File: config.mk
export PLATFORM = sky130hd
export DESIGN_NAME = eval_sequencer
export DESIGN_NICKNAME = d
export VERILOG_FILES = /design/src/eval_sequencer.sv
export SDC_FILE = /design/constraint.sdc
export NUM_CORES = 1
export LEC_CHECK = 0
export BUFFER_PORTS_ARGS = -buffer_cell sky130_fd_sc_hd__buf_4
export CAP_MARGIN = 20
export CORE_AREA = 2 2 39 41
export DETAILED_ROUTE_END_ITERATION = 16
export DIE_AREA = 0 0 41 43
export PLACE_DENSITY = 0.54
export SLEW_MARGIN = 10
export SYNTH_ARGS = -nofsm -noshare
export SYNTH_HDL_FRONTEND = slang
export SYNTH_SLANG_ARGS = --single-unit
File: constraint.sdc
create_clock -name clk -period 2.7 [get_ports clk]
set_input_delay 0.54 -clock clk [delete_from_list [all_inputs] [get_ports clk]]
set_output_delay 0.54 -clock clk [all_outputs]
set_load 0.01 [all_outputs]
File: src/eval_sequencer.sv
`default_nettype none

module eval_sequencer #(
   parameter int BLEND_LATENCY = 4
)
(
   input  wire logic clk,
   input  wire logic reset,
   input  wire logic board_valid,
   input  wire logic material_valid,
   input  wire logic clear_eval,
   output logic      load_board,
   output logic      start,
   output logic      eval_valid
);

   localparam int CNT_W = $clog2(BLEND_LATENCY + 1);
   localparam logic [CNT_W-1:0] LAST_COUNT = CNT_W'(BLEND_LATENCY - 1);

   typedef enum logic [1:0]
   {
      IDLE,
      WAIT_MATERIAL,
      WAIT_LATENCY,
      WAIT_CLEAR
   } state_t;

   state_t           state;
   logic             board_valid_q;           // Previous board_valid
   logic             board_rise;
   logic [CNT_W-1:0] lat_cnt;                 // Cycles spent in the blend pipe

   assign board_rise = board_valid && !board_valid_q;

   // Board register enable, only a fresh rise in IDLE takes a board
   assign load_board = (state == IDLE) && board_rise;

   always_ff @(posedge clk)
   begin
      if (reset)
      begin
         state <= IDLE;
         board_valid_q <= 1'b0;               // Level held through reset reads as a rise
         start <= 1'b0;
         eval_valid <= 1'b0;
         lat_cnt <= '0;
      end
      else
      begin
         board_valid_q <= board_valid;
         start <= load_board;                 // One cycle pulse

         case (state)
            IDLE:
            begin
               lat_cnt <= '0;
               if (load_board)
                  state <= WAIT_MATERIAL;
            end
            WAIT_MATERIAL:
            begin
               if (material_valid)
                  state <= WAIT_LATENCY;
            end
            WAIT_LATENCY:
            begin
               lat_cnt <= lat_cnt + 1'b1;
               if (lat_cnt == LAST_COUNT)     // Blend output settled
               begin
                  eval_valid <= 1'b1;
                  state <= WAIT_CLEAR;
               end
            end
            WAIT_CLEAR:
            begin
               if (clear_eval)                // Result retired
               begin
                  eval_valid <= 1'b0;
                  state <= IDLE;
               end
            end
            default:
               state <= IDLE;
         endcase
      end
   end

endmodule

`default_nettype wire

# Yosys cells after proc, flatten, opt, wreduce, memory -nomap -nowiden

Cells that the tools add are included.

Register bits after elaboration: 8
Logic and storage cells: 31
Output and inout bits: 3

Add/subtract/negate cells: 1
Equal/unequal tests: 8
Muxes and demuxes: 9
Reduce and logical (&&, ||, !) cells: 8

Operators by type and width:

| operator              | count |
|---|---|
| $mux W2               | 4 |
| $ne A2 B2 Y1 const B  | 4 |
| $pmux W2 S4           | 1 |
| $pmux W3 S2           | 1 |
| $eq A2 B2 Y1 const B  | 2 |
| $reduce_and A4 Y1     | 1 |
| $reduce_bool A2 Y1    | 2 |
| $add A3 B1 Y3 const B | 1 |
| $eq A3 B2 Y1 const B  | 1 |
| $reduce_and A3 Y1     | 1 |
| $eq A2 B1 Y1 const B  | 1 |
| $logic_and A1 B1 Y1   | 2 |
| $logic_not A2 Y1      | 1 |
| $mux W1               | 2 |
| $pmux W1 S2           | 1 |
| $logic_not A1 Y1      | 1 |

# Logic depth before layout (Yosys ltp)

Depth in word-level cells: 5
Depth in mapped cells: 6

# Worst setup path before layout

OpenSTA, ideal clock, no wires.

Path type: register -> output
Start: reg state[0]
End: out load_board
Arrival: 0.981 ns
Buffers on the path: 0
Required time: 2.160 ns
Stages on the path, launching flop included: 4
Path slack: 1.179 ns
Path through: dfxtp_1 > inv_1 > ha_1 > nor3b_1

Cells in the longest elaborated chain, start to end: 2

Ends and longest elaborated chain:

| what                   | line | text |
|---|---|---|
| start, declared        | 28   | `state_t state;` |
| start signal, assigned | 42   | `state <= IDLE;` |
| start signal, assigned | 58   | `state <= WAIT_MATERIAL;` |
| start signal, assigned | 63   | `state <= WAIT_LATENCY;` |
| $logic_not A2 Y1       | 36   | `assign load_board = (state == IDLE) && board_rise;` |
| $logic_and A1 B1 Y1    | 36   |  |
| end, declared          | 12   | `output logic load_board,` |

Every way passes these cells.

# Final worst setup path

Same ends and word-level chain as after synthesis.

==> results.yml <==
synthesis:
  synth.area.top_cells: "dfxtp_1 (35%), ha_1 (19%), inv_1 (5.0%)"
  ys.flop_type: "dfxtp_1"
  syn_inst: 47
  avgSynthCellArea_sq_um: 9.61
  synth_edf_count: 0
  yosysUniqueCellTypes: 21
  synth-seq-area-share_pct: 35.5
  synth-async-reset-ratio_pct: 0
  synth_area_sq_um: 452
  ys_seq_elements: 8
  yosys-top-cells-count: "dfxtp_1 (8), ha_1 (7), inv_1 (6), nor2_1 (6), a21oi_1 (3)"
  yosysTopAreaCell: "dfxtp_1"
  synth_warnings: 0
  syn_nets: 59
  synth_most_common_cell: "dfxtp_1"
  synth_top_area_share_pct: 35.5
die:
  ioPinCount: 8
  rows: 14
  die_h_um: 43
  core-area_sq_mm: 0.00138
  dieArea_sq_mm: 0.00176
  initial_utilization_pct: 32.6
  fp.dieW_um: 41
finish:
  seqCellArea_sq_um: 160
  multi_input_area_sq_um: 254
  syn_to_final_growth_pct: 17.7
  finalInstanceArea_sq_um: 532
  final_nets: 69
  fillers: 144
  diodes: 0
  drive_gt1_share_pct: 25.5
sta:
  clock-skew-final_ns: 0.00202
  relSlewSlack_pct: 76.7
  tns_ns: 0
  final_max_slew_viol_count: 0
  fmax_mhz: 531
  finalHoldViolCount: 0
  finalCriticalPeriod_ns: 1.88
  rsz0062_at_grt: "false"
  final-setup-viol-count: 0
  tightestPinTransition_ns: 0.349
  fin_crit_sh_pct: 69.8
min_path:
  hold_end: "eval_valid"
  hp-start: "reset"
  hold_depth: 2
  hold_class: "primary input to register"
setup_path:
  crit_buf_inv: 2
  cp.required_ns: 2.16
  path_cells: "inv_1 -> ha_1 -> nor3b_1 -> buf_4"
  path_class: "register to output pin"
  max_stage_delay_ns: 0.33
  crit_family: "flip-flops"
  cp_slowest_cell: "dfxtp_1"
  cp_max_fo: 5
  r2r_slack_ns: 1.23
  start_kind: "register"
  reg2reg_depth: 5
  r2r-end: "eval_valid"
  r2r_start: "state[0]"
  cp.arrival_ns: 1.34
  crit_path_end_kind: "output pin"
drt:
  routed_wire_length_per_instance_um: 10.3
  routed_via_density: 4.55
  route.vias.total: 323
  wl_um: 729
  initialDrtViolationCount: 5
  dr.pass1.iters: 2
  detail-route-antenna-nets: 0
  route.detailed.drc: 0
grt:
  first_global_vias: 315
  grt_first_pass_wirelength_um: 1270
  gr-total-overflow: 0
  grt_use_total_pct: 11.1
  antenna_found_initial: 0
  grt_max_degree: 10
placement:
  place_area_sq_um: 509
  hpwl_um: 550
  io_buffer_count: 7
  gp_congestion: 0.646
clock_tree:
  post_cts_resized: 0
  htreeDepth: 1
  cts.sinks: 8
  cts_setup_buffers: 0
  cts_tree: "done"
  cts_buffers: 3
  path_clk_slew_ns: 0.05
  insertion_delay_ns: 0.26
  postCtsHoldBufs: 0
  clock_path_buffers: 2
  cts_root_buffer: "clkbuf_4"
run_status:
  status: "complete, no violations"
pwr:
  irDropWorstVdd_uv: 302
  powerDensity_mw_per_mm2: 872
  p_leak_uw: 0.000244
flow_run:
  maxCapViolCount: 0
## state kept, by name, summed over array words and instances, names as in the netlist
| signal | cells |
|---|---|
| lat_cnt | 3 |
| state | 2 |
| board_valid_q | 1 |
| eval_valid | 1 |
| start | 1 |
## through the flow
| stage | std cells | worst slack (ns) | power [uW] | hold slack [ns] | util (%) |
|---|---|---|---|---|---|
| final | 71 | 0.816 | 464 | 0.505 | 38.4 |
| after global routing | 71 | 0.667 | 506 | 0.509 | 38.4 |
| after CTS | 71 | 0.789 | 470 | 0.502 | 38.4 |
| after detailed placement | 68 | 1.07 | 375 | 0.521 | 36.8 |
| after global placement | 68 | 1.10 | 372 | 0.532 | 36.8 |
| after floorplan | 47 | 1.18 | 330 | 0.495 | - |
## where the power goes
| part | switching, uW | internal [uW] |
|---|---|---|
| Sequential | 17.4 | 144 |
| Combinational | 112 | 95.5 |
| Clock | 43.4 | 51.1 |
| Total | 173 | 291 |
## layout make-up
cell class / count / area share (%)
multi-input combinational: 31 / 47.8
sequential: 8 / 30.1
timing repair buffer: 7 / 9.88
clock buffer: 3 / 4.24
inverter: 6 / 4.24
tap: 16 / 3.76
## how the worst max path moves through the flow
stage,start,cells past startpoint,slack [ns],end
finish,state[0],4,0.82,load_board
global placement,state[0],4,1.10,load_board
floorplan,state[0],3,1.18,load_board
CTS,state[0],4,0.79,load_board
detailed placement,state[0],4,1.07,load_board
global route,state[1],4,0.67,load_board
## cells by family (layout without fill, tap and decap cells)
group | count (synthesis) | count (layout) | share of synthesized area, %
AOI/OAI and AO/OA | 9 | 9 | 17.5
adders and majority gates | 7 | 7 | 19.4
buffers and inverters | 8 | 16 | 8.31
muxes | 1 | 1 | 2.22
and+or+nand+nor | 14 | 14 | 17.2
DFF | 8 | 8 | 35.5
## worst reg2reg max path, stage by stage, from the launching register on
cell	delay (ns)
dfxtp_1	0.37
inv_1	0.10
ha_1	0.33
a22oi_4	0.29
a21oi_1	0.12
a211oi_2	0.19
## layout by cell type (no fill, tap or decap)
| cell | instances |
|---|---|
| nor2b_1 | 1 |
| nor2_1 | 6 |
| a22oi_4 | 1 |
| nor3_1 | 1 |
| a211oi_2 | 1 |
| buf_4 | 7 |
| nand2b_1 | 1 |
| ha_1 | 7 |
| inv_1 | 6 |
| and4_1 | 1 |
| nor3b_1 | 2 |
| o31a_2 | 1 |
| mux2i_1 | 1 |
| or2b_1 | 1 |
| nand4_1 | 1 |
| a21oi_1 | 3 |
| dfxtp_1 | 8 |
| clkbuf_4 | 3 |
| a31oi_1 | 1 |
| o21ai_1 | 1 |
| a31o_2 | 1 |
## per-layer routing
layer	share of wire (%)	GRT usage (%)	vias up
met4	2.6	8.00	0
met2	43	14.7	6
li1	-	-	175
met1	49	14.6	140
met5	0	0	-
met3	5.9	3.14	2
Power figures use the tool's default switching activity.
