===== src/eval_pkg.sv =====
`default_nettype none

package eval_pkg;

   // Score word width used by the pair struct and the top-level default
   localparam int EVAL_WIDTH_DEFAULT = 24;

   // Phase clamp and blend divisor
   localparam int PHASE_MAX = 62;

   // Divide by 62 done as a multiply by a scaled reciprocal
   localparam int RECIP_SHIFT = 20;
   localparam int RECIP_62 = (1 << RECIP_SHIFT) / PHASE_MAX; // 16912

   localparam logic [2:0] KIND_EMPTY = 3'd0;
   localparam logic [2:0] KIND_UNUSED = 3'd7; // Decoded as empty

   // One square code; kind 1..6 is pawn, knight, bishop, rook, queen, king
   typedef struct packed
   {
      logic       black;                      // Set for a black piece
      logic [2:0] kind;
   } piece_t;

   // Square 0 (a1) sits in the low nibble
   typedef piece_t [63:0] board_t;

   // Clamped piece count, 0 to PHASE_MAX
   typedef logic [5:0] phase_t;

   // Middlegame and endgame totals from the material evaluator
   typedef struct packed
   {
      logic signed [EVAL_WIDTH_DEFAULT-1:0] mg;
      logic signed [EVAL_WIDTH_DEFAULT-1:0] eg;
   } score_pair_t;

   // Piece values by kind, index 0 is an empty square
   localparam logic [15:0] PIECE_MG [0:6] = '{
      16'd0,                                  // Empty
      16'd100,                                // Pawn
      16'd320,                                // Knight
      16'd330,                                // Bishop
      16'd500,                                // Rook
      16'd950,                                // Queen
      16'd0                                   // King
   };

   localparam logic [15:0] PIECE_EG [0:6] = '{
      16'd0,
      16'd120,
      16'd300,
      16'd320,
      16'd550,
      16'd1000,
      16'd0
   };

   // Kind with the unused code folded onto empty
   function automatic logic [2:0] piece_kind(input piece_t p);
      return (p.kind == KIND_UNUSED) ? KIND_EMPTY : p.kind;
   endfunction

endpackage

`default_nettype wire


===== src/material_eval.sv =====
`default_nettype none

module material_eval
   import eval_pkg::*;
#(
   parameter int EVAL_WIDTH = EVAL_WIDTH_DEFAULT
)
(
   input  wire logic    clk,
   input  wire logic    reset,
   input  wire logic    start,
   input  wire logic    clear_eval,
   input  wire board_t  board,
   output score_pair_t  score,
   output logic signed [31:0] material,
   output logic         material_valid
);

   // Signed value of each square, white positive
   logic signed [EVAL_WIDTH-1:0] sq_mg [64];
   logic signed [EVAL_WIDTH-1:0] sq_eg [64];

   // Rank partials
   logic signed [EVAL_WIDTH-1:0] rank_mg_d [8];
   logic signed [EVAL_WIDTH-1:0] rank_eg_d [8];
   logic signed [EVAL_WIDTH-1:0] rank_mg_q [8];
   logic signed [EVAL_WIDTH-1:0] rank_eg_q [8];

   logic signed [EVAL_WIDTH-1:0] mg_total;
   logic signed [EVAL_WIDTH-1:0] eg_total;
   logic                         start_q;     // Start aligned to partial stage

   for (genvar s = 0; s < 64; s++)
   begin : g_square
      logic [2:0]                   kind;
      logic signed [EVAL_WIDTH-1:0] mg_mag;
      logic signed [EVAL_WIDTH-1:0] eg_mag;

      assign kind = piece_kind(board[s]);
      assign mg_mag = EVAL_WIDTH'(PIECE_MG[kind]);
      assign eg_mag = EVAL_WIDTH'(PIECE_EG[kind]);
      assign sq_mg[s] = board[s].black ? -mg_mag : mg_mag; // Black counts against
      assign sq_eg[s] = board[s].black ? -eg_mag : eg_mag;
   end

   // Eight squares per rank
   always_comb
   begin
      for (int r = 0; r < 8; r++)
      begin
         rank_mg_d[r] = '0;
         rank_eg_d[r] = '0;
         for (int f = 0; f < 8; f++)
         begin
            rank_mg_d[r] = rank_mg_d[r] + sq_mg[r * 8 + f];
            rank_eg_d[r] = rank_eg_d[r] + sq_eg[r * 8 + f];
         end
      end
   end

   always_comb
   begin
      mg_total = '0;
      eg_total = '0;
      for (int r = 0; r < 8; r++)
      begin
         mg_total = mg_total + rank_mg_q[r];
         eg_total = eg_total + rank_eg_q[r];
      end
   end

   // Stage 1 partials, stage 2 totals
   always_ff @(posedge clk)
   begin
      rank_mg_q <= rank_mg_d;
      rank_eg_q <= rank_eg_d;
      score.mg <= mg_total;
      score.eg <= eg_total;
      material <= 32'(mg_total);              // Sign extended
   end

   always_ff @(posedge clk)
   begin
      if (reset)
      begin
         start_q <= 1'b0;
         material_valid <= 1'b0;
      end
      else
      begin
         start_q <= start;
         if (start_q)
            material_valid <= 1'b1;           // Totals land this edge
         else if (clear_eval)
            material_valid <= 1'b0;
      end
   end

endmodule

`default_nettype wire


===== config.mk =====
export PLATFORM = sky130hd
export DESIGN_NAME = material_eval
export DESIGN_NICKNAME = d
export VERILOG_FILES = /design/src/eval_pkg.sv /design/src/material_eval.sv
export SDC_FILE = /design/constraint.sdc
export NUM_CORES = 2
export LEC_CHECK = 0
export BUFFER_PORTS_ARGS = -buffer_cell sky130_fd_sc_hd__buf_4
export CAP_MARGIN = 20
export CORE_ASPECT_RATIO = 1.5
export CORE_UTILIZATION = 45
export DETAILED_ROUTE_END_ITERATION = 8
export HOLD_SLACK_MARGIN = 0.12
export PLACE_DENSITY = 0.67
export SLEW_MARGIN = 20
export SYNTH_ARGS = -nofsm -noshare
export SYNTH_HDL_FRONTEND = slang
export SYNTH_SLANG_ARGS = --single-unit

===== constraint.sdc =====
create_clock -name clk -period 16.77 [get_ports clk]
set_clock_uncertainty 0.1 [all_clocks]
set_input_delay 3.354 -clock clk [delete_from_list [all_inputs] [get_ports clk]]
set_output_delay 3.354 -clock clk [all_outputs]
set_load 0.02 [all_outputs]

---- After elaboration in Yosys (flattened, before gate mapping) ----
Memory sizes are Yosys's and may differ from the RTL's.
Cells that the tools add are included.
Widths: inputs -> output; s select.
storage, ports and cells
  bits in registers ....................... 458
  ROM bits ................................ 16,384
  input port bits ......................... 260
  output and inout port bits .............. 81
  logic and storage cells ................. 1,046
  memories kept ........................... 128
operators by class
  add/sub/neg operators ................... 254
  order comparisons ....................... 64
  equal/unequal tests ..................... 64
  muxes and demuxes ....................... 450
  bitwise operators ....................... 64
  reduce and logical (&&, ||, !) cells .... 1
memories
  memory             words  width  rd ports  clocked after memory_dff  write ports  RTL line             source
  (name not given)   8      16     1         0                         0            material_eval.sv:41  assign eg_mag = EVAL_WIDTH'(PIECE_EG[kind]);
  (name not given)   8      16     1         0                         0            material_eval.sv:40  assign mg_mag = EVAL_WIDTH'(PIECE_MG[kind]);
  (name not given)   8      16     1         0                         0            material_eval.sv:41
  (name not given)   8      16     1         0                         0            material_eval.sv:40
  (name not given)   8      16     1         0                         0            material_eval.sv:41
  (name not given)   8      16     1         0                         0            material_eval.sv:40
  122 more memories  --     --     --        --                        --           --
operator list
  operator            count
  $mux 16             256
  $mux 24             128
  $neg 16->24         128
  $add 24x24->24      126
  $ge 4x4->1 const B  64
  $not 3->4           64
  $eq 3x3->1 const B  64
  $mux 3              64
  $mux 1              2
  $reduce_bool 2->1   1

---- Logic depth before layout (Yosys ltp) ----
  depth after elaboration ................. 15
  depth in mapped cells ................... 30
  depth with buffers taken out ............ 30

---- Least setup slack after synthesis ----
OpenSTA, ideal clock, no wires.
  kind .................................... input-to-reg
  from .................................... input board[25] (netlist bit)
  to ...................................... register rank_eg_q[190] (netlist bit)
  library setup time ...................... 62 ps
  data arrival time ....................... 9,759 ps
  required time ........................... 16,608 ps
  slack ................................... 6,849 ps
  stages .................................. 26
  buffers on the path ..................... 3
  cells stage by stage .................... clkbuf_1 inv_1 ha_1 clkbuf_1 inv_1 nor2_1 clkbuf_1 nor2_1 ha_1 a311oi_1 fa_1 fa_1 fa_1 inv_1 fa_1 inv_1 ha_1 a21o_1 a21oi_1 o21ai_0 o31ai_1 a21oi_1 o41ai_2 o21ai_1 or4_1 nand3_1
RTL lines
  element               RTL line             source
  start, declared       material_eval.sv:13  input wire board_t board,
  end signal, assigned  material_eval.sv:76  rank_eg_q <= rank_eg_d;
  end, declared         material_eval.sv:27  logic signed [EVAL_WIDTH-1:0] rank_eg_q [8];

==> parameters.txt <==
Parameter                              Value

Setup path
  Cell depth of the worst setup path    28
  Arrival time at the worst endpoint    10650 ps
  WP data required    17120 ps
  Critical path buffers and inverters    4
  Kind of start point of the critical path    input port
  Critical path's top delay family    adder cells
  Critical-path cell with the highest stage delay    o41ai_1
  Crit path kind    in2reg
  Crit path capture type    register
  Highest fanout seen on the critical path    11
  CP peak stage delay    620 ps
  Number of cell instances on the worst register-to-register path    14

Synth
  Number of enable flip-flop cells after synthesis    0
  Portion of the post-synthesis area used by sequential elements    0.0734
  Cell area after technology mapping    114000 um^2
  Yosys Warn Count    0
  Dominant cell type by area after synthesis    fa_1
  Synth Flop Type    dfxtp_1
  Average size of a mapped cell    8.02 um^2
  Most instantiated library cell after synthesis    inv_1
  Distinct cells, synth    100
  FFs w/ async S/R, synth    0
  Top cells by area, synth    fa_1 (34%), inv_1 (9.2%), ha_1 (8.9%), dfxtp_1 (7.3%), nand2_1 (4.4%)
  Leading post-synthesis cells by instance count    inv_1 (2797), fa_1 (1948), nand2_1 (1323)
  Post-synthesis register bit count    416
  Top-area cell type share of the netlist area    0.344
  Number of instances in the synthesized netlist    14.2k

Clock tree
  Number of clock sinks    416
  Buffer levels on the longest clock path    3
  Maximum level of the CTS H-tree    2
  Clock-pin transition on the worst setup and hold timing paths    70 ps
  Hold Buf Count CTS    0
  TritonCTS buffer count    42
  Skew-Pair Late Insertion Delay    610 ps
  Clock tree from TritonCTS    yes
  Post-CTS Setup Repair Bufs    0
  Number of resized instances in the post-cts repair step    0
  Cell at the root of the clock tree    clkbuf_16

Detailed routing
  Routed length per placed instance    22.7 um
  First-pass DRT Iterations    9
  Final wirelength    392 mm
  DRC violation count after routing    0
  DR iter-0 viols    6771
  Average via count per standard cell    5.57
  Via count    96.0k
  Post-DRT Antenna Nets    0

Place
  Cells after DPL    17.1k
  RePlAce Congestion    1.05
  Pre-CTS setup slack    6030 ps
  Final HPWL DP    343 mm
  Number of port buffers    337

Cells and area
  Area growth, synth to finish    4.88%
  Nets@finish    16.9k
  Non-filler instance count after layout    17.2k
  Fraction of layout instances using a drive strength above 1    0.0367

Timing
  Count of endpoints failing hold in the final timing report    0
  Transition time of the tightest slew-check pin    1310 ps
  Final max-slew violation count    0
  Total Negative Setup Slacks    0 ps
  Final critical-path required period    10310 ps
  RSZ-0062 raised after global routing    false
  Crit share post-route    0.615
  Total of endpoints with negative setup slack in the final report    0
  Max Freq    97.0 MHz
  Setup WS post-layout    6460 ps
  Headroom to the max-slew limit    0.116

Floorplanning
  Std-Cell Core Area    251000 um^2
  Top-level I/O count    341
  Number of rows created at floorplan    225
  Starting utilization of the core area    0.453
  Die width    412 um
  Die Y-Extent    617 um
  Total die area    254000 um^2

GRT
  Pin count of the biggest net entering global routing    46
  Initial antenna violation count    17
  Number of global-route vias before repair    97.5k
  First-pass GRT wire length    587 mm
  GRT overflow    0
  Global Route Usage Sum    0.307

Flow run
  Maxcap violations    0

Min path
  Hold Path Depth    2
  Class of the tightest hold or removal check    reg2reg

Run status
  Run status    finished, final reports clean
## layout make-up
type	count	area [um^2]
Antenna cell	9	22.5
Tap cell	3291	4120
Inverter	2845	10700
Timing Repair Buffer	345	2590
Sequential cell	416	8330
Multi-Input combinational cell	10200	91900
Clock buffer	55	1170
Fill cell	24600	131000
Clock inverter	21	221
## final timing paths
check | start | to | slack (ps)
worst min-delay path | start_q$_SDFF_PP0_ | material_valid$_SDFFE_PP0P_ | 340
worst max-delay path | board[137] | rank_mg_q[95]$_DFF_P_ | 6460
worst min register to register | start_q$_SDFF_PP0_ | material_valid$_SDFFE_PP0P_ | 340
worst max register to register | rank_eg_q[4]$_DFF_P_ | score[20]$_DFF_P_ | 11000
## metal layers
layer	global-route usage	wire length [um]
met1	0.324	135000
met2	0.539	195000
met3	0.0419	20700
met4	0.262	40900
met5	0	96
## metrics by stage
stage / cell area [um^2] / utilization / hold WS [ps]
finish: 119000 / 0.475 / 338
global route: 119000 / 0.475 / 355
CTS: 119000 / 0.475 / 346
detailed placement: 118000 / 0.470 / 332
global placement: 118000 / 0.470 / 318
floorplan: 114000 / - / 313
## sequential cells by signal, summed over array words and instances, names as in the netlist
| name | cells |
|---|---|
| start_q | 1 |
| material | 23 |
| material_valid | 1 |
| rank_mg_q | 184 |
| score | 23 |
| rank_eg_q | 184 |
## worst min-delay path, stage by stage (launching register included)
cell and delay [ps]:
dfxtp_1 310, a21oi_1 30, nor2_1 70
## kinds of logic (layout without fill, tap and decap cells)
group / after synthesis / count (layout) / share of synthesized area
fa+ha+maj: 2766 / 2766 / 0.434
compound gates: 3160 / 3160 / 0.175
simple gates: 3537 / 3537 / 0.141
flops: 416 / 416 / 0.0734
other cells: 1 / 12 / 0.0000330
mux: 66 / 66 / 0.00592
xor+xnor: 707 / 707 / 0.0545
buf+inv: 3499 / 3266 / 0.117
## cell usage in the layout (no fill, tap or decap), types with 56 or more instances in the layout
cell type and count:
nor2_1 967, o31ai_1 142, and2_1 66, xor2_1 204
ha_1 812, nand3_1 207, buf_4 345, nor2b_1 203
o21ai_0 914, a211oi_1 56, nor3_1 240, o211ai_1 92
fa_1 1948, a21boi_0 93, dfxtp_1 416, nand2_1 1323
a21oi_1 831, a31oi_1 126, o31a_1 81, a21o_1 154
nand2b_1 247, inv_1 2797, o21a_1 156, xnor2_1 503
o22ai_1 70, mux2i_1 57
Power is not shown: default switching activity piles up to over one toggle a cycle in this logic, so the estimate is an artifact.
