==> config.mk <==
export PLATFORM = sky130hd
export DESIGN_NAME = taper_blend
export DESIGN_NICKNAME = d
export VERILOG_FILES = /design/src/eval_pkg.sv /design/src/taper_blend.sv
export SDC_FILE = /design/constraint.sdc
export NUM_CORES = 1
export LEC_CHECK = 0
export ABC_AREA = 1
export BUFFER_PORTS_ARGS = -buffer_cell sky130_fd_sc_hd__buf_2
export CORE_AREA = 4 4 247 249
export CTS_CLUSTER_SIZE = 10
export DETAILED_ROUTE_END_ITERATION = 8
export DIE_AREA = 0 0 251 253
export PLACE_DENSITY_LB_ADDON = 0.08
export SLEW_MARGIN = 20
export SYNTH_ARGS = -nofsm -noshare
export SYNTH_HDL_FRONTEND = slang
export SYNTH_SLANG_ARGS = --single-unit
==> constraint.sdc <==
create_clock -name clk -period 8.8 [get_ports clk]
set_clock_uncertainty 0.15 [all_clocks]
set_input_delay 1.76 -clock clk [delete_from_list [all_inputs] [get_ports clk]]
set_output_delay 1.76 -clock clk [all_outputs]
set_load 0.02 [all_outputs]
==> src/eval_pkg.sv <==
`default_nettype none

package eval_pkg;

   // Score word width used by the pair struct and the top-level default
   localparam int EVAL_WIDTH_DEFAULT = 24;

   // Phase clamp and blend divisor
   localparam int PHASE_MAX = 62;

   // Divide by 62 done as a multiply by a scaled reciprocal
   localparam int RECIP_SHIFT = 20;
   localparam int RECIP_62 = (1 << RECIP_SHIFT) / PHASE_MAX; // 16912

   localparam logic [2:0] KIND_EMPTY = 3'd0;
   localparam logic [2:0] KIND_UNUSED = 3'd7; // Decoded as empty

   // One square code; kind 1..6 is pawn, knight, bishop, rook, queen, king
   typedef struct packed
   {
      logic       black;                      // Set for a black piece
      logic [2:0] kind;
   } piece_t;

   // Square 0 (a1) sits in the low nibble
   typedef piece_t [63:0] board_t;

   // Clamped piece count, 0 to PHASE_MAX
   typedef logic [5:0] phase_t;

   // Middlegame and endgame totals from the material evaluator
   typedef struct packed
   {
      logic signed [EVAL_WIDTH_DEFAULT-1:0] mg;
      logic signed [EVAL_WIDTH_DEFAULT-1:0] eg;
   } score_pair_t;

   // Piece values by kind, index 0 is an empty square
   localparam logic [15:0] PIECE_MG [0:6] = '{
      16'd0,                                  // Empty
      16'd100,                                // Pawn
      16'd320,                                // Knight
      16'd330,                                // Bishop
      16'd500,                                // Rook
      16'd950,                                // Queen
      16'd0                                   // King
   };

   localparam logic [15:0] PIECE_EG [0:6] = '{
      16'd0,
      16'd120,
      16'd300,
      16'd320,
      16'd550,
      16'd1000,
      16'd0
   };

   // Kind with the unused code folded onto empty
   function automatic logic [2:0] piece_kind(input piece_t p);
      return (p.kind == KIND_UNUSED) ? KIND_EMPTY : p.kind;
   endfunction

endpackage

`default_nettype wire

==> src/taper_blend.sv <==
`default_nettype none

module taper_blend
   import eval_pkg::*;
#(
   parameter int EVAL_WIDTH = EVAL_WIDTH_DEFAULT
)
(
   input  wire logic         clk,
   input  wire score_pair_t  score,
   input  wire phase_t       phase,
   output logic signed [EVAL_WIDTH-1:0] eval
);

   localparam int PROD_W = EVAL_WIDTH + 7;    // Score times a 7-bit weight
   localparam int SUM_W = PROD_W + 1;
   localparam int SCALE_W = SUM_W + 17;       // Times the 17-bit reciprocal

   localparam logic signed [16:0] RECIP = 17'(RECIP_62);

   // Added to negative values so the shift truncates toward zero
   localparam logic signed [SCALE_W-1:0] ROUND_BIAS = SCALE_W'((1 << RECIP_SHIFT) - 1);

   logic [6:0]                 mg_weight;
   logic [6:0]                 eg_weight;
   logic signed [PROD_W-1:0]   mg_prod;
   logic signed [PROD_W-1:0]   eg_prod;
   logic signed [SUM_W-1:0]    blend_sum;
   logic signed [SCALE_W-1:0]  scaled;
   logic signed [SCALE_W-1:0]  biased;

   // Full board weighs middlegame, empty board endgame
   assign mg_weight = {1'b0, phase};
   assign eg_weight = 7'(PHASE_MAX) - mg_weight;

   assign biased = scaled + (scaled[SCALE_W-1] ? ROUND_BIAS : '0);

   always_ff @(posedge clk)
   begin
      mg_prod <= score.mg * $signed(mg_weight);        // Stage 1
      eg_prod <= score.eg * $signed(eg_weight);
      blend_sum <= mg_prod + eg_prod;                  // Stage 2
      scaled <= blend_sum * RECIP;                     // Stage 3
      eval <= biased[RECIP_SHIFT +: EVAL_WIDTH];       // Stage 4 divide by 2^20
   end

endmodule

`default_nettype wire

# == Word-level counts from Yosys, hierarchy flattened ==
# Index checks and enable logic that the tools add are counted.
# totals
register_bits,162
latchBits,0
ramBits,0
mem_bits_ro,0
output_inout_bits,24
memories,0
# op_classes
addsub,3
mul,3
n_div,0
magnitude_cmp,0
n_eq_ne,0
shifts,0
mux,1
bitwise,0
n_reduce_logical,0
# op_table
operator,n
multiplier 24 x 7 -> 31 bit,2
adder 44 x 20 -> 44 bit,1
"multiplier 32 x 12 -> 44 bit, second input constant",1
adder 31 x 31 -> 32 bit,1
two-way mux 20 bit,1
"subtractor 6 x 6 -> 7 bit, first input constant",1

# == Logic depth before layout (Yosys ltp) ==
# Gate-level depths: netlist (run 1).
# logic_depth
ltp_word,2
mapped_depth,25

# == Worst setup path after synthesis (run 1) ==
# No wires, ideal clock.
# synth_timing
path_kind,input port to flip-flop
startpoint,input port phase[0]
endpoint,register eg_prod[29]
t_arrival_ns,6.026
required_time_ns,8.538
slack_ns,2.512
stages,20
path_buffers,1
path_cell_list,ha_1 -> inv_1 -> or2_2 -> nand2_1 -> buf_2 -> nor2_1 -> fa_1 -> inv_1 -> fa_1 -> fa_1 -> fa_1 -> inv_1 -> ha_1 -> nand2_1 -> nor3_1 -> nand2_1 -> nor3_1 -> nand2_1 -> nand3_1 -> nand2_1
# synth_via
elab_chain_len,2
# synth_rtl
item,line,text
"start, declared",taper_blend.sv:11,"input wire phase_t phase,"
subtractor 6 x 6 -> 7 bit,taper_blend.sv:34,assign eg_weight = 7'(PHASE_MAX) - mg_weight;
multiplier 24 x 7 -> 31 bit,taper_blend.sv:41,eg_prod <= score.eg * $signed(eg_weight);
"end signal, assigned",taper_blend.sv:41,
"end, declared",taper_blend.sv:27,logic signed [PROD_W-1:0] eg_prod;
# No other way between the ends.

# == Final worst setup path (run 1) ==
# layout_timing
startpoint,input port phase[1]
endpoint,register eg_prod[15]
# Same word-level chain as after synthesis.

==> results of run 1 <==
[path summary, 6_finish.rpt]
path	cells after the start	from	endpoint
worst max-delay path	21	phase[1]	eg_prod[15]$_DFF_P_
worst min register to register	0	blend_sum[0]$_DFF_P_	scaled[4]$_DFF_P_
worst min-delay path	0	blend_sum[0]$_DFF_P_	scaled[4]$_DFF_P_
worst max register to register	12	blend_sum[31]$_DFF_P_	scaled[47]$_DFF_P_
[cell usage in the layout (no fill, tap or decap), types with 17 or more instances in the layout]
master	synthesis	final
nor2_1	314	314
clkbuf_16	0	17
fa_1	250	250
ha_1	276	276
buf_2	14	78
a21oi_1	141	141
xor2_1	67	66
inv_1	823	823
nand4_1	46	46
dfxtp_1	159	159
nor3_1	30	30
nand3_1	127	127
nand2_1	976	976
o21ai_0	80	80
[sequential cells by signal, summed over array words and instances (netlist names)]
signal and flops:
scaled 41, blend_sum 32, eg_prod 31, mg_prod 31
eval 24
[final cells by class]
class | count | area share [%]
Multi-Input combinational cell | 2414 | 67.0
Sequential cell | 159 | 12.6
Inverter | 830 | 12.3
Tap cell | 773 | 3.83
Clock buffer | 18 | 1.74
Timing Repair Buffer | 83 | 1.69
Clock inverter | 14 | 0.803
[cells by family (layout without fill, tap and decap cells)]
| group | Yosys count | count (layout) | synth area share, % |
|---|---|---|---|
| simple gates | 1542 | 1542 | 27.0 |
| xor+xnor | 82 | 82 | 3.08 |
| compound gates | 264 | 264 | 6.11 |
| flops | 159 | 159 | 13.6 |
| buf+inv | 861 | 945 | 13.9 |
| fa+ha+maj | 526 | 526 | 36.2 |
[through the flow]
stage	utilization (%)	setup WS (ns)	instance area (µm²)
global placement	41.9	0.809	24600
CTS	43.0	1.20	25200
global route	43.0	0.841	25200
detailed placement	41.9	0.701	24600
floorplan	-	2.51	23300
finish	43.0	1.32	25200
[per-layer routing]
metal / global-route usage, % / vias to the layer above / routed length (µm)
met5: 0 / - / 0
met2: 37.9 / 316 / 32300
met3: 1.69 / 94 / 1470
met1: 25.7 / 9434 / 28700
met4: 6.78 / 0 / 2120
li1: - / 10500 / -
==> metrics, run 1 <==
# port buffers=78; cts bufs inserted=17; Via density=4.74; Final ANT Viol Nets=0; Cells after Synth=around 3,400; Crit Path Category=primary input to flip-flop; ys flop type=dfxtp_1; highest clock rate=approximately 130 MHz; crit path max fanout=26; # diodes=0; final setup fails=0; WL per Instance=15.0 µm; clock tree buffer depth=2; Final #Nets=just over 4,000; status=finished clean; largest area contributor in the netlist=fa_1; HP Class=flip-flop to flip-flop; Post-synth top cells=nand2_1 (976), inv_1 (823), nor2_1 (314); area of the multi-input gates=~17,000 µm²; Worst Tran Pin Value=0.898 ns; Initial Utilization=between 30 and 40%; largest net degree at the start of global routing=44; most frequent cell after synthesis=nand2_1; Clk Latency, worst-skew pair=around 0.44 ns; buffers plus inverters on the worst setup path=5; core area=around 60,000 µm²; Final Hold Fails=0; chip width=251 µm; Top delay family on crit path=adder cells; synthesized area per cell=approximately 6.8 µm²; first-pass GRT wire length=approximately 110,000 µm; grt total ovfl=0; GPL Wtd Cong=~0.87; YS warnings=0; Post-synth EDFFs=0; placed cell count=~4,300; layout cells sized above 1=under 10%; crit-path cells=buf_2, ha_1, nand3_1, nor3_2, inv_1, nor2_1, fa_1, fa_1, fa_1, inv_1, fa_1, inv_1, ha_1, a21oi_1, o21ai_1, a21oi_4, inv_2, nand2_1, nand3_1, nand2_1, nand2_1; largest cells by area after synthesis=fa_1 (21%), nand2_1 (16%), ha_1 (15%); Arrival @ worst endpoint=~7.7 ns; via count=~20,000; Resized cells post-CTS=0; CP Launch Type=primary input; Worst Setup End Kind=flip-flop; RSZ-0062 raised after global routing=no; # DRC=0; Final period util=between 80% and 90%; reg2reg setup slack=approximately 5 ns; Synth Cell Area=23,300 µm²; Root Driver=clkbuf_16; max incr delay on CP=between 0.5 and 0.6 ns; hold buffer count at cts=0; Post-Route Setup TNS=0 ns; sequential area share after synthesis=13.6%; Async SR Flop Fraction=0%; Die H=~250 µm; Routed WL=between 60,000 and 70,000 µm; Area Overhead vs Synth=8.19%; hold_ws=between 0.2 and 0.25 ns; WP data required=between 8 and 9 ns; CTS sink count=159; vias in the first global route=between 20,000 and 25,000; Yosys cell types=45; DR iter-0 viols=approximately 900; fin crit period=7.48 ns; CTS tree=yes; First-pass DRT Iterations=5; area share of the largest cell type after synthesis=a little over a fifth; most used cell, CP=fa_1; Rel. slew slack=around 40%; HPWL after detailed placement=approximately 57,000 µm; Non-Filler Instances=between 4,000 and 5,000; num rows=approximately 90; setup bufs post-CTS=0; fill count=approximately 6,300; die area=63,500 µm²; initial antenna violation count=0; Slew Limit Fails=0; H-tree depth=4; GR Util All Layers=a little over 20%; max cap viols=0; FF/Latch Area=~3200 µm²; flops & latches, synth=between 150 and 200; CP max stage cell=inv_1; syn nets=between 4,000 and 5,000; clk slew on worst S/H paths=approximately 0.070 ns; num ports=around 80
Power of run 1 is not shown: default switching activity piles up to over one toggle a cycle in this logic, so the estimate is an artifact.
==> run 2, diff against run 1 <==
- clock period: 8.8 -> 6.9 ns (I/O delays scaled with it)
==> metrics, run 2 (synthesis gave the netlist of run 1 again) <==
status=finished clean; Resized cells post-CTS=0 (unchanged); crit path max fanout=16 (-38%); CP Launch Type=primary input; Largest regs=scaled x41, blend_sum x32; CP max stage cell=fa_1; Routed WL=63,500 µm (-1.6%); grt total ovfl=0 (unchanged); RSZ-0062 raised after global routing=no; Crit Path Category=primary input to flip-flop; HPWL after detailed placement=56,700 µm (-1.2%); worst hold path startpoint=blend_sum[0]$_DFF_P_; HP Class=flip-flop to flip-flop; crit-path cells=buf_2, ha_1, nand3_1, nor3_2, inv_1, buf_4, nor2_1, fa_1, inv_1, fa_1, fa_1, fa_1, inv_1, ha_1, nand2_1, nor3_1, nand2_1, nor3_1, nand2_1, nand3_1, nand2_1; Largest Register=scaled; Via density=4.73 (-0.29%); M2 GR Usage=37.0% (-0.99 points); Clk Latency, worst-skew pair=0.46 ns (+0.02 ns); global route hottest layer=met2; Hold Path End=scaled[4]$_DFF_P_; Reg-to-Reg End=scaled[47]$_DFF_P_; Final period util=between 80% and 90%; Final ANT Viol Nets=0 (unchanged); clk slew on worst S/H paths=0.08 ns (about the same); # diodes=0 (unchanged); # DRC=0 (unchanged); via count=20,300 (-0.015%); num ports=79 (unchanged); setup bufs post-CTS=0 (unchanged); hold buffer count at cts=0 (unchanged); most common cell after layout, fill and taps aside=nand2_1; Post-Route Setup TNS=0 ns (unchanged); max FFs per register=41 (unchanged); DR iter-0 viols=836 (-7.5%); max cap viols=0 (unchanged); chip width=251 µm (unchanged); fin crit period=around 6.2 ns; Arrival @ worst endpoint=6.38 ns (-1.27 ns); reg2reg setup slack=3.10 ns (-1.92 ns); Root Driver=clkbuf_16; Die H=253 µm (unchanged); Area Overhead vs Synth=8.30%; highest clock rate=approximately 160 MHz; initial antenna violation count=0 (unchanged); num rows=89 (unchanged); First-pass DRT Iterations=7 (+2); Final Hold Fails=0 (unchanged); fill count=6,223 (-1.4%); layout cells sized above 1=4.90% (+0.32 points); Hold Path Depth=0 (unchanged); Slew Limit Fails=0 (unchanged); H-tree depth=4 (unchanged); FF/Latch Area=3180 µm² (unchanged); worst r2r path cells=12 (unchanged); vias in the first global route=20,900 (+0.38%); WL per Instance=14.8 µm (-1.8%); cts bufs inserted=17 (unchanged); most frequent cells in the layout=nand2_1 (976), inv_1 (823), nor2_1 (314), ha_1 (276), fa_1 (250); met1 usage=25.1% (-0.60 points); final setup fails=0 (unchanged); worst r2r src=blend_sum[31]$_DFF_P_; Rel. slew slack=58.7% (+19 points); clock tree buffer depth=2 (unchanged); CTS sink count=159 (unchanged); area of the multi-input gates=16,900 µm² (unchanged); largest net degree at the start of global routing=27 (-39%); WP data required=7.11 ns (-1.87 ns); first-pass GRT wire length=105,000 µm (-1.4%); max incr delay on CP=0.54 ns (-0.02 ns); # port buffers=78 (unchanged); Final #Nets=4,098 (+0.29%); GR Util All Layers=20.4% (-0.26 points); Worst Tran Pin Value=0.619 ns (-0.279 ns); GPL Wtd Cong=0.885 (+1.7%); Initial Utilization=39.8% (unchanged); CTS tree=yes; core area=58,700 µm² (unchanged); die area=63,500 µm² (unchanged); Worst Setup End Kind=flip-flop; met3 GRT Util=2.30% (+0.61 points)
[run 2: changes by cell type in the layout (fill, tap and decap cells not counted)]
cell        change
clkinv_4        +2
buf_4          +12
clkinvlp_4      -1
bufinv_16       -3
inv_6           +1
clkinv_2        +1
clkbuf_8        -1
clkinv_8        +1
[run 2: layout make-up]
cell class              count  share of cell area, %
multi-input cells        2414                   66.9
flip-flops and latches    159                   12.6
inverters                 830                   12.3
well taps                 773                   3.83
repair buffers             95                   2.05
clock buffers              17                   1.68
clock inverters            15                  0.604
[run 2: worst max-delay path by stage]
stage / from / end / slack, ns / depth (start not counted)
2_1_floorplan: phase[0] / eg_prod[29]$_DFF_P_ / 0.99 / 20
3_3_place_gp: phase[2] / eg_prod[29]$_DFF_P_ / 0.39 / 20
3_5_place_dp: phase[0] / eg_prod[29]$_DFF_P_ / 0.28 / 21
4_1_cts: phase[0] / eg_prod[29]$_DFF_P_ / 0.77 / 21
5_1_grt: phase[4] / eg_prod[29]$_DFF_P_ / 0.48 / 21
6_report: phase[0] / eg_prod[29]$_DFF_P_ / 0.73 / 21
[run 2: worst max-delay path: cells and delay by family]
| family | cells | cell delay, ns |
|---|---|---|
| adder cells (fa/ha/maj) | 6 | 2.70 |
| AND/OR/NAND/NOR | 10 | 1.34 |
| buffers and inverters | 5 | 0.96 |
[run 2: metal layers]
layer  routed length, µm  vias up  part of all wire, %
met5                   0        -                    0
met4                2350        0                  3.7
met3                1800       97                  2.8
met2               31300      362                   49
met1               28000     9379                   44
li1                    -    10500                    -
[run 2: per-stage QoR]
step	worst slack, ns	hold slack [ns]	instance area (µm²)	instances	utilization, %
after floorplan	0.992	0.187	23300	3434	-
after global placement	0.392	0.207	24700	4271	42.1
after detailed placement	0.284	0.208	24700	4271	42.1
after CTS	0.770	0.223	25300	4303	43.1
after global routing	0.477	0.230	25300	4303	43.1
final	0.727	0.223	25300	4303	43.1
Power of run 2 is left out for the same reason.
==> run 3, diff against run 2 <==
- BUFFER_PORTS_ARGS: -buffer_cell sky130_fd_sc_hd__buf_2 -> unset
- DONT_BUFFER_PORTS: unset -> 1
==> metrics, run 3 (synthesis gave the netlist of run 1 again) <==
status=finished clean; CTS sink count=159 (unchanged); Worst Setup End Kind=flip-flop; Post-DP Area=24,200 µm² (-1.9%); RSZ-0062 raised after global routing=no; WL met2=32,200 µm (+2.8%); core area=58,700 µm² (unchanged); Clk Latency, worst-skew pair=0.46 ns (about the same); largest net degree at the start of global routing=51 (+89%); Via density=4.79 (+1.3%); CTS tree=yes; # diodes=0 (unchanged); Initial Utilization=39.8% (unchanged); Final ANT Viol Nets=0 (unchanged); met1 wire length=28,300 µm (+1.1%); Post-Layout Inst Area=24,900 µm² (-1.5%); highest clock rate=167 MHz (+2.9%); HP Class=flip-flop to flip-flop; clock tree buffer depth=2 (unchanged); Critical Path Source=phase[0]; max cap viols=0 (unchanged); uppermost routed layer=met4; cts bufs inserted=17 (unchanged); max FFs per register=41 (unchanged); met3 WL post-DR=1590 µm (-12%); clk slew on worst S/H paths=0.07 ns (about the same); most used cell, CP=nand2_1; vias in the first global route=20,500 (-2.0%); H-tree depth=4 (unchanged); Arrival @ worst endpoint=6.20 ns (-0.18 ns); Die H=253 µm (unchanged); WP data required=7.10 ns (about the same); initial antenna violation count=0 (unchanged); via count=20,200 (-0.77%); final setup fails=0 (unchanged); fin crit period=6.00 ns (-0.173 ns); area of the multi-input gates=16,900 µm² (unchanged); Critical Path End=eg_prod[28]$_DFF_P_; Final Hold Fails=0 (unchanged); fill count=6,254 (+0.50%); CP Launch Type=primary input; die area=63,500 µm² (unchanged); most common cell after layout, fill and taps aside=nand2_1; reg2reg setup slack=3.11 ns (about the same); DR iter-0 viols=871 (+4.2%); setup bufs post-CTS=0 (unchanged); grt total ovfl=0 (unchanged); Crit Path Category=primary input to flip-flop; Worst Tran Pin Value=0.714 ns (+0.0958 ns); # port buffers=0 (-100%); max incr delay on CP=0.73 ns (+0.19 ns); crit-path cells=ha_1, inv_1, or2_2, nand2_1, buf_4, nor2_1, fa_1, inv_1, fa_1, fa_1, fa_1, inv_1, ha_1, nand2_1, nor2_1, nand2_1, nor4_1, nand2_1, nand4_1, nand2_1; Largest regs=scaled x41, blend_sum x32; Largest Register=scaled; Final #Nets=4,009 (-2.2%); CP max stage cell=fa_1; Rel. slew slack=52.3% (-6.5 points); Area Overhead vs Synth=6.63%; hold buffer count at cts=0 (unchanged); num ports=79 (unchanged); Reg-to-Reg End=scaled[47]$_DFF_P_; chip width=251 µm (unchanged); GR Util All Layers=20.4% (about the same); layout cells sized above 1=2.41% (-2.5 points); worst r2r src=blend_sum[31]$_DFF_P_; crit path max fanout=50 (+34); WL per Instance=15.1 µm (+2.3%); Routed WL=63,700 µm (+0.23%); first-pass GRT wire length=105,000 µm (about the same); HPWL after detailed placement=56,700 µm (about the same); num rows=89 (unchanged); # DRC=0 (unchanged); Root Driver=clkbuf_16; Post-Route Setup TNS=0 ns (unchanged); GPL Wtd Cong=0.868 (-1.9%); most frequent cells in the layout=nand2_1 (976), inv_1 (823), nor2_1 (314), ha_1 (276), fa_1 (250); First-pass DRT Iterations=5 (-2); worst r2r path cells=13 (+1); FF/Latch Area=3180 µm² (unchanged); Resized cells post-CTS=0 (unchanged); Final period util=87.0% (-2.5 points); Slew Limit Fails=0 (unchanged)
[run 3: cell count changes in the layout (fill, tap and decap cells not counted), sizes merged]
cell	delta
buf	-89
bufinv	+3
inv	+2
clkinv	-4
clkbuf	+1
clkinvlp	-2
[run 3: critical path: cells and delay by family]
kind / cells / cell delay, ns
simple gates: 10 / 1.56
fa+ha+maj: 6 / 2.83
buf+inv: 4 / 0.44
[run 3: area by class of cell]
| class | count | share of cell area, % |
|---|---|---|
| tap | 773 | 3.89 |
| timing repair buffer | 6 | 0.231 |
| inverter | 830 | 12.5 |
| sequential | 159 | 12.8 |
| clock inverter | 14 | 0.885 |
| multi-input combinational | 2414 | 68.0 |
| clock buffer | 18 | 1.72 |
[run 3: layer usage]
layer	GRT usage, %	vias up
li1	-	10300
met1	25.5	9469
met2	37.7	299
met3	1.83	75
met4	5.74	0
met5	0	-
[run 3: worst min-delay path by stage]
stage                                     from  slack, ns  depth (start not counted)                end
after floorplan           blend_sum[0]$_DFF_P_       0.19                          0  scaled[4]$_DFF_P_
after global placement    blend_sum[1]$_DFF_P_       0.22                          0  scaled[5]$_DFF_P_
after detailed placement  blend_sum[1]$_DFF_P_       0.22                          0  scaled[5]$_DFF_P_
after CTS                 blend_sum[1]$_DFF_P_       0.24                          0  scaled[5]$_DFF_P_
after global routing      blend_sum[1]$_DFF_P_       0.24                          0  scaled[5]$_DFF_P_
final                     blend_sum[1]$_DFF_P_       0.23                          0  scaled[5]$_DFF_P_
[run 3: through the flow]
stage               setup slack [ns]  instances  hold slack [ns]  utilization [%]
floorplan                      0.992       3434            0.187                -
CTS                            0.858       4214            0.236             42.4
global route                   0.469       4214            0.241             42.4
finish                         0.900       4214            0.229             42.4
global placement               0.445       4182            0.216             41.3
detailed placement             0.359       4182            0.221             41.3
Power of run 3 is left out for the same reason.
